<file path="config.mk">
export PLATFORM = sky130hd
export DESIGN_NAME = tftCtrl
export DESIGN_NICKNAME = d
export VERILOG_FILES = /design/src/tftPkg.sv /design/src/tftCtrl.sv /design/src/tftBusWriter.sv /design/src/tftSequencer.sv /design/src/tftCmdRom.sv
export SDC_FILE = /design/constraint.sdc
export NUM_CORES = 1
export LEC_CHECK = 0
export BUFFER_PORTS_ARGS = -buffer_cell sky130_fd_sc_hd__buf_2
export CAP_MARGIN = 20
export CORE_ASPECT_RATIO = 1.25
export CORE_UTILIZATION = 58
export DETAILED_ROUTE_END_ITERATION = 10
export PLACE_DENSITY = 0.87
export SYNTH_ARGS = -nofsm -noshare
export SYNTH_HDL_FRONTEND = slang
export SYNTH_SLANG_ARGS = --single-unit
</file>
<file path="constraint.sdc">
create_clock -name clk -period 2.99 [get_ports clk]
set_clock_uncertainty 0.15 [all_clocks]
set_input_delay 0 -clock clk [delete_from_list [all_inputs] [get_ports clk]]
set_output_delay 0 -clock clk [all_outputs]
set_load 0.005 [all_outputs]
</file>
<file path="src/tftPkg.sv">
package tftPkg;

    // panel bus and pixel format
    localparam int busWidth = 8;
    localparam int pixelWidth = 16;

    // word index doubles as the pixel address
    localparam int addrWidth = 17;

    // panel geometry in landscape
    localparam int frameWidth = 320;
    localparam int frameHeight = 240;
    localparam int framePixels = frameWidth * frameHeight;

    // delay counter and table index widths
    localparam int delayWidth = 16;
    localparam int tableIndexWidth = 4;

    // top bit set marks a data byte, clear marks a command byte
    typedef logic [busWidth:0] romEntry;

    // word counts of the table phases
    localparam int syncLength = 3;
    localparam int initLength = 12;
    localparam int windowLength = 11;

    localparam logic [busWidth-1:0] displayOnCmd = 8'h29;

    // short power-up sequence, each command followed by its data bytes
    localparam romEntry initTable [initLength] = '{
        // power control 1
        9'h0C0,
        9'h123,
        // power control 2
        9'h0C1,
        9'h110,
        // vcom control, two parameters
        9'h0C5,
        9'h13E,
        9'h128,
        // memory access control, bgr order
        9'h036,
        9'h148,
        // pixel format, 16 bits per pixel
        9'h03A,
        9'h155,
        // sleep out
        9'h011
    };

    // window setup sent before every frame
    localparam romEntry windowTable [windowLength] = '{
        // column range 0 to 319
        9'h02A,
        9'h100,
        9'h100,
        9'h101,
        9'h13F,
        // page range 0 to 239
        9'h02B,
        9'h100,
        9'h100,
        9'h100,
        9'h1EF,
        // memory write opens the pixel stream
        9'h02C
    };

    // delays in clk cycles, shortened for simulation
    // a 50 MHz board build scales these to milliseconds
    localparam int resetLowCycles = 40;
    localparam int resetHoldCycles = 120;
    localparam int syncDelayCycles = 20;
    localparam int initDelayCycles = 120;
    localparam int onDelayCycles = 120;

    // controller phases in the order they run
    typedef enum logic [3:0] {
        RESET_LOW,
        RESET_HOLD,
        SYNC,
        SYNC_DELAY,
        INIT,
        INIT_DELAY,
        DISPLAY_ON,
        ON_DELAY,
        WINDOW,
        PIXELS
    } ctrlPhase;

endpackage
</file>
<file path="src/tftCtrl.sv">
`timescale 1ns/1ps

module tftCtrl (
    input  logic                          clk,
    input  logic                          reset,
    input  logic                          newFrame,
    input  logic                          dataReady,
    input  logic [tftPkg::pixelWidth-1:0] pixelData,
    output logic [tftPkg::addrWidth-1:0]  pixelAddr,
    output logic [tftPkg::busWidth-1:0]   tftData,
    output logic                          tftCsN,
    output logic                          tftWrN,
    output logic                          tftResetN,
    output logic                          tftDc
);
    import tftPkg::*;

    // phase shared by all three blocks
    ctrlPhase phase;
    // byte and data flag for the current command word
    romEntry entry;
    // writer tells the sequencer a word is on the bus
    logic wordDone;

    // word index goes straight out as the pixel address
    tftSequencer sequencer (
        .clk       (clk),
        .reset     (reset),
        .newFrame  (newFrame),
        .wordDone  (wordDone),
        .phase     (phase),
        .wordIndex (pixelAddr),
        .tftCsN    (tftCsN),
        .tftResetN (tftResetN)
    );

    tftCmdRom cmdRom (
        .phase     (phase),
        .wordIndex (pixelAddr),
        .entry     (entry)
    );

    tftBusWriter busWriter (
        .clk       (clk),
        .reset     (reset),
        .phase     (phase),
        .entry     (entry),
        .pixelData (pixelData),
        .dataReady (dataReady),
        .tftData   (tftData),
        .tftWrN    (tftWrN),
        .tftDc     (tftDc),
        .wordDone  (wordDone)
    );

endmodule

</file>
<file path="src/tftBusWriter.sv">
`timescale 1ns/1ps

module tftBusWriter (
    input  logic                          clk,
    input  logic                          reset,
    input  tftPkg::ctrlPhase              phase,
    input  tftPkg::romEntry               entry,
    input  logic [tftPkg::pixelWidth-1:0] pixelData,
    input  logic                          dataReady,
    output logic [tftPkg::busWidth-1:0]   tftData,
    output logic                          tftWrN,
    output logic                          tftDc,
    output logic                          wordDone
);
    import tftPkg::*;

    logic writing;
    logic pixelPhase;
    // set while the low byte of a pixel is the next one out
    logic lowByte;
    logic startByte;
    logic [busWidth-1:0] nextByte;

    always_comb
    begin
        case (phase)
            SYNC, INIT, DISPLAY_ON, WINDOW, PIXELS: writing = 1'b1;
            default: writing = 1'b0;
        endcase
    end

    assign pixelPhase = (phase == PIXELS);

    // a byte starts only with the strobe high, so each byte is low then high
    // pixel words wait for dataReady, the low byte of a started word never does
    assign startByte = tftWrN && writing && (!pixelPhase || lowByte || dataReady);

    // high byte of the pixel goes first
    always_comb
    begin
        if (!pixelPhase)
            nextByte = entry[busWidth-1:0];
        else if (lowByte)
            nextByte = pixelData[busWidth-1:0];
        else
            nextByte = pixelData[pixelWidth-1:busWidth];
    end

    always_ff @(posedge clk or posedge reset)
    begin
        if (reset)
        begin
            tftWrN <= 1'b1;
            tftDc <= 1'b0;
            wordDone <= 1'b0;
            lowByte <= 1'b0;
        end
        else
        begin
            // strobe low for one cycle per byte, the panel latches on the rise
            tftWrN <= !startByte;

            // wordDone rides the low cycle of the last byte in a word
            // so the next entry is ready when the strobe returns high
            wordDone <= startByte && (!pixelPhase || lowByte);

            if (startByte)
                tftDc <= pixelPhase ? 1'b1 : entry[busWidth];

            // byte pairing restarts outside the pixel stream
            if (!pixelPhase)
                lowByte <= 1'b0;
            else if (startByte)
                lowByte <= !lowByte;
        end
    end

    // bus byte held until the next strobe
    always_ff @(posedge clk)
    begin
        if (startByte)
            tftData <= nextByte;
    end

endmodule

</file>
<file path="src/tftSequencer.sv">
`timescale 1ns/1ps

module tftSequencer (
    input  logic                         clk,
    input  logic                         reset,
    input  logic                         newFrame,
    input  logic                         wordDone,
    output tftPkg::ctrlPhase             phase,
    output logic [tftPkg::addrWidth-1:0] wordIndex,
    output logic                         tftCsN,
    output logic                         tftResetN
);
    import tftPkg::*;

    ctrlPhase phaseNext;
    logic [delayWidth-1:0] delayCount;
    logic delayDone;
    logic lastWord;
    // newFrame seen during PIXELS, acted on at a later word boundary
    logic framePending;

    // load value for a delay phase, phase lasts load plus one cycles
    function automatic logic [delayWidth-1:0] delayLoad(input ctrlPhase p);
        logic [delayWidth-1:0] load;
        case (p)
            RESET_LOW:  load = delayWidth'(resetLowCycles - 1);
            RESET_HOLD: load = delayWidth'(resetHoldCycles - 1);
            SYNC_DELAY: load = delayWidth'(syncDelayCycles - 1);
            INIT_DELAY: load = delayWidth'(initDelayCycles - 1);
            ON_DELAY:   load = delayWidth'(onDelayCycles - 1);
            default:    load = '0;
        endcase
        return load;
    endfunction

    // index of the last word in each writing phase
    function automatic logic [addrWidth-1:0] lastIndex(input ctrlPhase p);
        logic [addrWidth-1:0] idx;
        case (p)
            SYNC:    idx = addrWidth'(syncLength - 1);
            INIT:    idx = addrWidth'(initLength - 1);
            WINDOW:  idx = addrWidth'(windowLength - 1);
            PIXELS:  idx = addrWidth'(framePixels - 1);
            default: idx = '0;
        endcase
        return idx;
    endfunction

    assign delayDone = (delayCount == '0);
    assign lastWord = (wordIndex == lastIndex(phase));

    always_comb
    begin
        phaseNext = phase;
        case (phase)
            RESET_LOW:  if (delayDone) phaseNext = RESET_HOLD;
            RESET_HOLD: if (delayDone) phaseNext = SYNC;
            SYNC:       if (wordDone && lastWord) phaseNext = SYNC_DELAY;
            SYNC_DELAY: if (delayDone) phaseNext = INIT;
            INIT:       if (wordDone && lastWord) phaseNext = INIT_DELAY;
            INIT_DELAY: if (delayDone) phaseNext = DISPLAY_ON;
            DISPLAY_ON: if (wordDone) phaseNext = ON_DELAY;
            ON_DELAY:   if (delayDone) phaseNext = WINDOW;
            WINDOW:     if (wordDone && lastWord) phaseNext = PIXELS;
            // end of frame or a pending restart both go back to the window
            PIXELS:     if (wordDone && (lastWord || framePending)) phaseNext = WINDOW;
            default:    phaseNext = RESET_LOW;
        endcase
    end

    always_ff @(posedge clk or posedge reset)
    begin
        if (reset)
        begin
            phase <= RESET_LOW;
            delayCount <= delayLoad(RESET_LOW);
            wordIndex <= '0;
            framePending <= 1'b0;
            // panel reset only drops on the first edge out of reset
            tftResetN <= 1'b1;
            tftCsN <= 1'b1;
        end
        else
        begin
            phase <= phaseNext;

            // reload on each phase change, otherwise count down to zero
            if (phaseNext != phase)
                delayCount <= delayLoad(phaseNext);
            else if (!delayDone)
                delayCount <= delayCount - 1'b1;

            // index restarts with every phase, steps once per word
            if (phaseNext != phase)
                wordIndex <= '0;
            else if (wordDone)
                wordIndex <= wordIndex + 1'b1;

            // a pulse landing on a word boundary waits for the next one
            if (phase == PIXELS && phaseNext == PIXELS)
                framePending <= framePending | newFrame;
            else
                framePending <= 1'b0;

            tftResetN <= (phaseNext != RESET_LOW);

            // chip select stays low from display-on through the stream
            case (phaseNext)
                SYNC, INIT, DISPLAY_ON, ON_DELAY, WINDOW, PIXELS: tftCsN <= 1'b0;
                default: tftCsN <= 1'b1;
            endcase
        end
    end

endmodule

</file>
<file path="src/tftCmdRom.sv">
`timescale 1ns/1ps

module tftCmdRom (
    input  tftPkg::ctrlPhase             phase,
    input  logic [tftPkg::addrWidth-1:0] wordIndex,
    output tftPkg::romEntry              entry
);
    import tftPkg::*;

    // the command tables are short, low index bits are enough
    logic [tableIndexWidth-1:0] tableIndex;
    logic initInRange;
    logic windowInRange;

    assign tableIndex = wordIndex[tableIndexWidth-1:0];
    assign initInRange = (wordIndex < addrWidth'(initLength));
    assign windowInRange = (wordIndex < addrWidth'(windowLength));

    always_comb
    begin
        case (phase)
            // sync bytes are plain nop commands
            SYNC:
            begin
                entry = {1'b0, 8'h00};
            end
            INIT:
            begin
                if (initInRange)
                    entry = initTable[tableIndex];
                else
                    entry = '0;
            end
            DISPLAY_ON:
            begin
                entry = {1'b0, displayOnCmd};
            end
            WINDOW:
            begin
                if (windowInRange)
                    entry = windowTable[tableIndex];
                else
                    entry = '0;
            end
            // delays and pixels take nothing from the tables
            default:
            begin
                entry = '0;
            end
        endcase
    end

endmodule

</file>
# Yosys cells after proc, flatten, opt, wreduce, memory -nomap -nowiden
# Memory sizes are Yosys's and may differ from the RTL's.
# Cells that the tools add are included.
# word_totals
elab_cells	94
rom_bits	288
inputBits	20
mem_count	2
regBits	52
# memory_table
name	depth	word_bits	read_ports	rd_ports_with_merged_regs	write_ports	line	rtl
(name not given)	16	9	1	0	0	tftCmdRom.sv:41	entry = windowTable[tableIndex];
(name not given)	16	9	1	0	0	tftCmdRom.sv:30	entry = initTable[tableIndex];
# op_classes
n_addsub	2
bitwise_logic	2
reduce_logical	20
n_eq_ne	22
order_cmp	3
n_mux	32
# op_table
cell	n
$pmux 17 s4	1
$mux 9	6
$mux 4	10
$pmux 4 s10	1
$lt 17x4->1 const B	2
$mux 17	2
$eq 4x3->1 const B	8
$mux 16	2
$pmux 9 s3	1
$pmux 7 s3	1
$add 17x1->17 const B	1
$eq 17x17->1	1
$eq 4x2->1 const B	4
$eq 4x4->1 const B	4
$logic_not 16->1	1
$mux 8	2
$sub 16x1->16 const B	1
$eq 4x1->1 const B	2
$logic_not 4->1	2
$logic_and 1x1->1	6
$mux 1	6
$reduce_or 6->1	1
$ge 5x5->1 const B	1
$not 4->5	1
other kinds (9)	14

# Depth between registers and ports, before layout
# Gate-level depths: netlist of the first run.
# logic_depth
depth_word	11
depth_mapped	10
ltp_nobuf	9

# Modules after synthesis
# Synthesis of the first run repeated with hierarchy kept, for this count alone.
# hier_totals
hier_cells	391
area_unflattened_um2	3575.9
# by_module_without_submodules
module	instances	cells_per_inst	area_per_inst_um2
tftSequencer	1	261	2352.3
tftBusWriter	1	54	626.9
tftCmdRom	1	76	596.8

# Worst setup path after synthesis of the first run
# Ideal clock, no wire load.
# synth_timing
kind	reg-to-reg
startpoint	reg sequencer.wordIndex[5] (netlist name)
endpoint	reg sequencer.wordIndex[3] (netlist name)
n_path_buf	1
t_arrival_ns	2.221
stages_incl_launch_ff	9
synth_period_minus_slack_ns	2.490
setup_slack_ns	0.500
path_cell_list	dfrtp_1 > or4_1 > nor4b_2 > mux2i_1 > nor3_2 > nor3_2 > o21ai_4 > buf_6 > nor2_1
# synth_between
elab_chain_cells	7
word_cells_on_any_way	12
# synth_lines
element	line	rtl
start, declared	tftSequencer.sv:9	output logic [tftPkg::addrWidth-1:0] wordIndex,
start signal, assigned	tftSequencer.sv:97	wordIndex <= wordIndex + 1'b1;
$eq 17x17->1 *	tftSequencer.sv:50	assign lastWord = (wordIndex == lastIndex(phase));
$logic_or 1x1->1	tftSequencer.sv:66	PIXELS: if (wordDone && (lastWord || framePending)) phaseNext = WINDOW;
$logic_and 1x1->1	tftSequencer.sv:66	
$mux 4	tftSequencer.sv:66	
$pmux 4 s10 *	tftSequencer.sv:55	case (phase)
$ne 4x4->1 *	tftSequencer.sv:94	if (phaseNext != phase)
$mux 17 / $reduce_bool 2->1 (equally long branches)	n/a	
# Every way passes the cells marked *; elsewhere a longest branch is shown, timed or not.
# A chain may end at the register's enable or synchronous reset.

# Worst setup path in the final report of the first run
# layout_timing
startpoint	reg sequencer.wordIndex[5] (netlist name)
endpoint	reg busWriter.tftData[4] (netlist name), data pin
# layout_between
elab_chain_cells	4
word_cells_on_any_way	6
# layout_lines
element	line	rtl
$lt 17x4->1 (on tied branches)	tftCmdRom.sv:17, tftCmdRom.sv:16	
$mux 9 (on tied branches)	tftCmdRom.sv:40, tftCmdRom.sv:29	
$pmux 9 s3 *	tftCmdRom.sv:21	case (phase)
$mux 8 *	tftBusWriter.sv:41	if (!pixelPhase)
named net busWriter.nextByte[4]	tftBusWriter.sv:22	logic [busWidth-1:0] nextByte;
end signal, assigned	tftBusWriter.sv:82	tftData <= nextByte;
end, declared	tftBusWriter.sv:10	output logic [tftPkg::busWidth-1:0] tftData,
# The timed path passes the listed nets; every way through them passes the cells marked *.

==> qor.yml, run 1 <==
job:
  drv_cap: 0
synthesis:
  synth_ff_type: "dfrtp_1"
  syn_nets: 404
  syn-cell-area_um2: 3400
  yosys_warnings: 0
  synthDistinctLibCells: 66
  synth-edff-count: 8
  synth.area.top_cells: "dfrtp_1 27%, edfxtp_1 7.1%, dfstp_2 5.4%, nor2_1 5.2%, xor2_1 4.6%"
  ys_seq_elements: 52
  syn_inst: 377
  avgSynthCellArea_um2: 9.017
  synth_top_area_share_pct: 27.24
  yosysTopAreaCell: "dfrtp_1"
  ys_seq_area_share_pct: 39.71
  async_reset_ff_share_pct: 84.62
pwr:
  p_sw_mw: 0.2668
  ir_drop_mv: 0.3367
  powerDensity_nw_per_um2: 305.3
  pwr-share-comb_pct: 3.3
  clkPwrFrac_pct: 37.9
  p_sw_share_pct: 21.89
  power_frac_seq_pct: 58.8
  p_leak_nw: 1.690
  p_int_mw: 0.9522
setup_path:
  critPathArrivalTime_ns: 2.77
  crit_required_ns: 3.01
  crit_path_end_kind: "register"
  crit_type: "reg -> reg"
  critPathMaxStageDelay_ns: 0.60
  cp_slowest_cell: "or4_1"
  path_common_cell: "a21oi_1"
  critPathLaunchType: "register"
  cp_cell_sequence: "or4_1, nor2_1, nand4_1, or3_1, a221oi_1, a21oi_1, a21oi_1"
  critical_path.max_fanout: 9
worst_hold_path:
  holdCritPathClass: "in -> reg"
cts:
  root_buffer: "clkbuf_8"
  clkLatencyLatePin_ns: 0.31
  cts.path.max_buffers: 2
  numCtsBuffers: 5
  cts_tree: "built"
  path_clk_slew_ns: 0.10
  cts.htree.levels: 2
  clock_sinks: 52
drt:
  finalWirelength_um: 8069
  drtIter0Drc: 190
  dr.pass1.iters: 8
  drc: 13
  vias_per_cell: 6.089
  ant_nets: 0
  vias: 3075
  wl_per_cell_um: 15.98
die:
  num_rows: 30
  core_area_um2: 5555
  initial_core_util_pct: 61.19
  die_area_um2: 6173
  io_pins: 49
  die_h_um: 87.60
  die_w_um: 70.48
finish:
  drive_gt1_share_pct: 22.22
  nFillCells: 441
  final_cells: 505
  seqCellArea_um2: 1350
  multi_input_area_um2: 1913
  nNetsFinal: 467
  syn_to_final_growth_pct: 17.45
  diodes: 0
grt:
  grt_antenna_before_repair: 0
  first_global_vias: 2992
  grt_usage_pct: 27.89
  grt_max_degree: 45
  grt_overflow: 0
  grt_pass1_wl_um: 13630
timing:
  drv_slew: 0
  hold_viol: 1
  setup_viol: 0
  period_share_pct: 91.93
  final_period_minus_worst_setup_slack_ns: 2.749
  fin_hold_ws_ns: -0.0001199
  final.setup.tns_ns: 0
  slew_headroom_pct: 53.48
  fmax_mhz: 363.8
  rsz0062_at_grt: "no"
  tightest_slew_ns: 0.6925
placement:
  dp_hpwl_um: 5726
  globalplace.congestion: 0.9276
  dp.cells: 486
  portBuffers: 48
run_status:
  violations: "design-rule violations, negative hold slack"
  status: "complete, but fails checks"
repair_timing:
item	in CTS	in global routing
hold buffers	11	0
gates resized for setup	0	2
setup buffers	0	0
setup endpoints to repair	0	2
endpoints found under the hold margin	44	0
logic make-up (layout without fill, tap and decap cells):
family / Yosys count / after routing / synth area share [%]
muxes: 12 / 12 / 3.570
adders and majority gates: 7 / 7 / 2.576
buffers and inverters: 32 / 96 / 4.306
DFF: 52 / 52 / 39.71
AOI/OAI and AO/OA: 79 / 79 / 15.83
xor gates and xnor gates: 30 / 30 / 7.729
and+or+nand+nor: 165 / 165 / 26.28
area by class of cell:
class / instances / share of cell area, %
inverter: 10 / 0.9401
tap: 64 / 2.006
multi-input combinational: 293 / 47.92
clock inverter: 2 / 0.3134
sequential: 52 / 33.81
clock buffer: 6 / 2.350
timing repair buffer: 78 / 12.66
cell usage after synthesis (all sizes together) (5+ instances only):
cell type   n
a211oi      5
a21oi      27
buf         6
clkbuf     16
dfrtp      37
dfstp       7
edfxtp      8
ha          7
inv         8
mux2i      11
nand2      33
nand2b      5
nand3      11
nand4       7
nor2       47
nor3       16
nor4        8
o21ai      15
o31ai       6
xnor2      12
xor2       18
critical path, delay by kind of cell, from the launching register on:
family | cells | cell delay (ns)
flip-flops | 1 | 0.45
AO/OA/AOI/OAI | 3 | 0.57
AND/OR/NAND/NOR | 4 | 1.42
metrics by stage:
| stage | utilization, % | power, mW | cell area (µm²) | setup WS [ns] |
|---|---|---|---|---|
| 2_1_floorplan | - | 0.7425 | 3400 | 0.5002 |
| 3_3_place_gp | 67.79 | 0.7584 | 3766 | 0.3289 |
| 3_5_place_dp | 67.79 | 0.7596 | 3766 | 0.2512 |
| 4_1_cts | 71.69 | 1.218 | 3983 | 0.2320 |
| 5_1_grt | 71.87 | 1.254 | 3993 | 0.01860 |
| 6_report | 71.87 | 1.219 | 3993 | 0.2413 |
placed cells by master (no fill, tap or decap), types with 4 or more instances in the layout:
cell           instances
dfrtp_1               37
edfxtp_1               8
dlygate4sd3_1         11
nor4_1                 6
o31ai_1                5
a21oi_1               27
and4_1                 4
nand3_1               11
o21ai_0               13
nor2_1                47
xor2_1                18
buf_4                 18
or4_1                  4
inv_1                  7
xnor2_1               12
o211ai_1               4
nand2b_1               5
nand4_1                7
clkbuf_8               5
nor2b_1                4
nor3_1                14
buf_2                 48
nand2_1               33
ha_1                   7
a211oi_1               4
mux2i_1               11
dfstp_2                7
final timing paths:
kind,start,end,slack [ns],depth (start not counted)
min in group asynchronous,reset,sequencer.wordIndex[12],0.19,4
worst max register to register,sequencer.wordIndex[5],busWriter.tftData[4],0.24,7
worst max-delay path,sequencer.wordIndex[5],busWriter.tftData[4],0.24,7
worst min-delay path,pixelData[10],busWriter.tftData[2],-0.0001,4
worst min register to register,busWriter.tftDc,busWriter.tftDc,0.37,1
max in group asynchronous,reset,busWriter.tftWrN,2.10,4
power groups by stage:
| stage | clock, mW | combinational [mW] | sequential [mW] |
|---|---|---|---|
| global route | 0.492 | 0.0452 | 0.716 |
| global placement | 0 | 0.0281 | 0.730 |
| detailed placement | 0 | 0.0293 | 0.730 |
| CTS | 0.461 | 0.0406 | 0.716 |
| finish | 0.462 | 0.0402 | 0.716 |
| floorplan | 0 | 0.0123 | 0.730 |
routing by layer:
layer	vias up	track usage (%)	wire [µm]
met5	-	0	0
met4	0	12.43	247
met3	23	4.373	404
met2	103	50.22	4083
met1	1468	33.11	3334
li1	1481	-	-
registers in the layout, indices dropped and copies added, names as in the netlist:
| register | flops |
|---|---|
| busWriter.tftDc | 1 |
| sequencer.delayCount | 16 |
| busWriter.lowByte | 1 |
| sequencer.phase | 4 |
| busWriter.wordDone | 1 |
| sequencer.wordIndex | 17 |
| sequencer.tftCsN | 1 |
| busWriter.tftData | 8 |
| sequencer.tftResetN | 1 |
| sequencer.framePending | 1 |
| busWriter.tftWrN | 1 |
(Power assumes the default switching activity.)
==> run 2: changes to the inputs <==
- PLACE_DENSITY: 0.87 -> 0.85
- SYNTH_HIERARCHICAL: default -> 1
==> run 2 against run 1 <==
The run now ends clean. Synthesized cell count grew 3.7%. Die area grew 5.1%. Final area grew 7.0%. First-iteration DRC count grew 41%. Sequential power is essentially flat. Largest cell class unchanged. Global-route usage grew 3.1 points.
==> qor.yml, run 2 <==
setup_path:
  critPathBufInv: 1  # +1
  crit_required_ns: 3.05  # +0.04 ns
  critPathMaxStageDelay_ns: 0.52  # -0.08 ns
  cp_slowest_cell: "or4_1"
  cp_cell_sequence: "or4_1, nor3_1, a22oi_1, nor4_2, o21bai_2, a21oi_4, buf_4, nor2_1"
  critPathArrivalTime_ns: 2.89  # +0.12 ns
  crit_type: "reg -> reg"
  critical_path.max_fanout: 17  # +8
  crit_path_end_kind: "register"
  critPathLaunchType: "register"
  crit_family: "simple AND/OR/NAND/NOR gates"
drt:
  wl_per_cell_um: 17.65  # +10%
  finalWirelength_um: 9656  # +20%
  drc: 0  # -13
  ant_nets: 0  # unchanged
  dr.pass1.iters: 6  # -2
  drtIter0Drc: 268  # +41%
  vias_per_cell: 6.210  # +2.0%
  vias: 3397  # +10%
synthesis:
  synthDistinctLibCells: 68  # +3.0%
  ys_seq_area_share_pct: 37.75  # -2.0 points
  async_reset_ff_share_pct: 84.62  # unchanged
  yosysMostFrequentCell: "nor2_1"
  syn_nets: 419  # +3.7%
  yosys_warnings: 6  # +6
  ys_top_cells_by_count: "58 x nor2_1, 37 x dfrtp_1, 25 x a21oi_1"
  synth.area.top_cells: "dfrtp_1 26%, edfxtp_1 6.7%, nor2_1 6.1%, dfstp_2 5.1%, mux2i_1 4.2%"
  synth_ff_type: "dfrtp_1"
  avgSynthCellArea_um2: 9.146  # +1.4%
  ys_seq_elements: 52  # unchanged
  synth-edff-count: 8  # unchanged
  yosysTopAreaCell: "dfrtp_1"
  synth_top_area_share_pct: 25.89  # -1.3 points
  syn_inst: 391  # +3.7%
  syn-cell-area_um2: 3576  # +5.2%
cts:
  root_buffer: "clkbuf_8"
  cts.path.max_buffers: 2  # unchanged
  clock_sinks: 52  # unchanged
  clkLatencyLatePin_ns: 0.32  # about the same
  numCtsBuffers: 5  # unchanged
  cts.htree.levels: 2  # unchanged
  cts_setup_buffers: 0  # unchanged
  cts_tree: "built"
  path_clk_slew_ns: 0.11  # about the same
die:
  die_w_um: 72.23  # +2.5%
  num_rows: 31  # +3.3%
  io_pins: 49  # unchanged
  die_h_um: 89.79  # +2.5%
  initial_core_util_pct: 61.06  # -0.14 points
  die_area_um2: 6486  # +5.1%
  core_area_um2: 5857  # +5.4%
finish:
  reg.largest.list: "sequencer/wordIndex: 17 flops, sequencer/delayCount: 16 flops, busWriter/tftData: 8 flops"
  largest_register_ffs: 17  # unchanged
  syn_to_final_growth_pct: 19.49
  final_common_cell: "nor2_1"
  final_cell_mix: "57 x nor2_1, 48 x buf_2, 37 x dfrtp_1"
  nNetsFinal: 491  # +5.1%
  fin_area_um2: 4273  # +7.0%
  top_register: "sequencer/wordIndex"
  nFillCells: 406  # -7.9%
  drive_gt1_share_pct: 23.49  # +1.3 points
job:
  drv_cap: 0  # unchanged
timing:
  slew_headroom_pct: 59.36  # +5.9 points
  drv_slew: 0  # unchanged
  tightest_slew_ns: 0.6097  # -0.08288 ns
  fmax_mhz: 353.5  # -2.8%
  period_share_pct: 94.61  # +2.7 points
  hold_viol: 0  # -1
  setup_viol: 0  # unchanged
  rsz0062_at_grt: "no"
  final_period_minus_worst_setup_slack_ns: 2.829  # +0.08007 ns
  final.setup.tns_ns: 0  # unchanged
grt:
  grt_overflow: 0  # unchanged
  grt_usage_pct: 31.01  # +3.1 points
  first_global_vias: 3316  # +11%
  grt_max_degree: 41  # -8.9%
  grt_antenna_before_repair: 1  # +1
  grt_pass1_wl_um: 15660  # +15%
placement:
  globalplace.congestion: 0.9210  # -0.71%
  portBuffers: 48  # unchanged
  dpl-instance-area_um2: 3936  # +4.5%
  dp_hpwl_um: 6242  # +9.0%
pwr:
  powerDensity_nw_per_um2: 297.1  # -2.7%
  ir_drop_mv: 0.3084  # -8.4%
  p_leak_nw: 1.900  # +12%
run_status:
  status: "finished clean"
worst_hold_path:
  holdCritPathClass: "in -> async"
## run 2: changes by cell type after synthesis, moves of 4 or more
cell,change
buf_2,+4
xor2_1,-5
nand4_1,-4
nor2_1,+11
nand2_1,-11
nor4_1,+4
inv_1,+10
clkbuf_1,-6
mux2i_1,+4
## run 2: layout make-up
cell class	count	area [µm²]	share of cell area, %
Timing Repair Buffer	86	575.6	13.47
Multi-Input combinational cell	300	2063	48.29
Sequential cell	52	1350	31.60
Antenna cell	1	2.502	0.05857
Inverter	18	67.56	1.581
Clock inverter	2	38.79	0.9078
Clock buffer	6	72.57	1.698
Tap cell	82	102.6	2.401
## run 2: worst min-delay path, cell delays in order
cell and delay (ns):
dlygate4sd3_1 0.53, buf_2 0.13, inv_1 0.06, buf_4 0.44
## run 2: report_power, final
part | internal [mW] | switching [mW] | leakage [nW] | total (mW)
logic | 0.0287 | 0.0226 | 1.21 | 0.0513
registers | 0.716 | 0 | 0.635 | 0.716
clock network | 0.253 | 0.248 | 0.0558 | 0.502
## run 2: repair_timing
action                                 4_1_cts  5_1_grt
setup endpoints to repair                    0       33
gates resized for setup                      0        5
hold buffers                                20        0
endpoints found under the hold margin       48        0
## run 2: metal layers
layer | vias to the layer above | wire length [µm] | GRT usage, %
met2 | 181 | 5030 | 54.13
li1 | 1545 | - | -
met1 | 1610 | 3454 | 34.69
met5 | - | 0 | 0
met3 | 61 | 525 | 4.260
met4 | 0 | 645 | 19.28
## run 2: final timing paths
kind | start | slack [ns] | depth (start not counted) | endpoint
setup reg to reg | sequencer/wordIndex[5] | 0.16 | 8 | sequencer/wordIndex[12]
hold reg to reg | sequencer/delayCount[1] | 0.37 | 2 | sequencer/delayCount[1]
min in group clk | newFrame | 0.37 | 3 | sequencer/framePending
setup / recovery | sequencer/wordIndex[5] | 0.16 | 8 | sequencer/wordIndex[12]
hold / removal | reset | 0.22 | 4 | sequencer/wordIndex[3]
max in group asynchronous | reset | 1.95 | 4 | busWriter/tftWrN
## run 2: kinds of logic after synthesis
| group | Yosys count | share of synthesized area, % |
|---|---|---|
| AO/OA/AOI/OAI | 76 | 15.01 |
| flip-flops | 52 | 37.75 |
| XOR/XNOR | 27 | 6.613 |
| multiplexers | 18 | 5.143 |
| adder cells (fa/ha/maj) | 8 | 2.799 |
| AND/OR/NAND/NOR | 171 | 27.50 |
| buffers and inverters | 39 | 5.178 |
## run 2: metrics by stage
stage	worst slack (ns)	util [%]	total power, mW	hold WS (ns)	std cells
2_1_floorplan	0.2720	-	0.7422	-0.3846	391
3_3_place_gp	0.2406	67.21	0.7586	-0.2535	518
3_5_place_dp	0.1617	67.21	0.7604	-0.2475	518
4_1_cts	0.09412	72.53	1.266	0.2372	546
5_1_grt	0.001787	72.95	1.298	0.2848	547
6_report	0.1613	72.95	1.269	0.2219	547
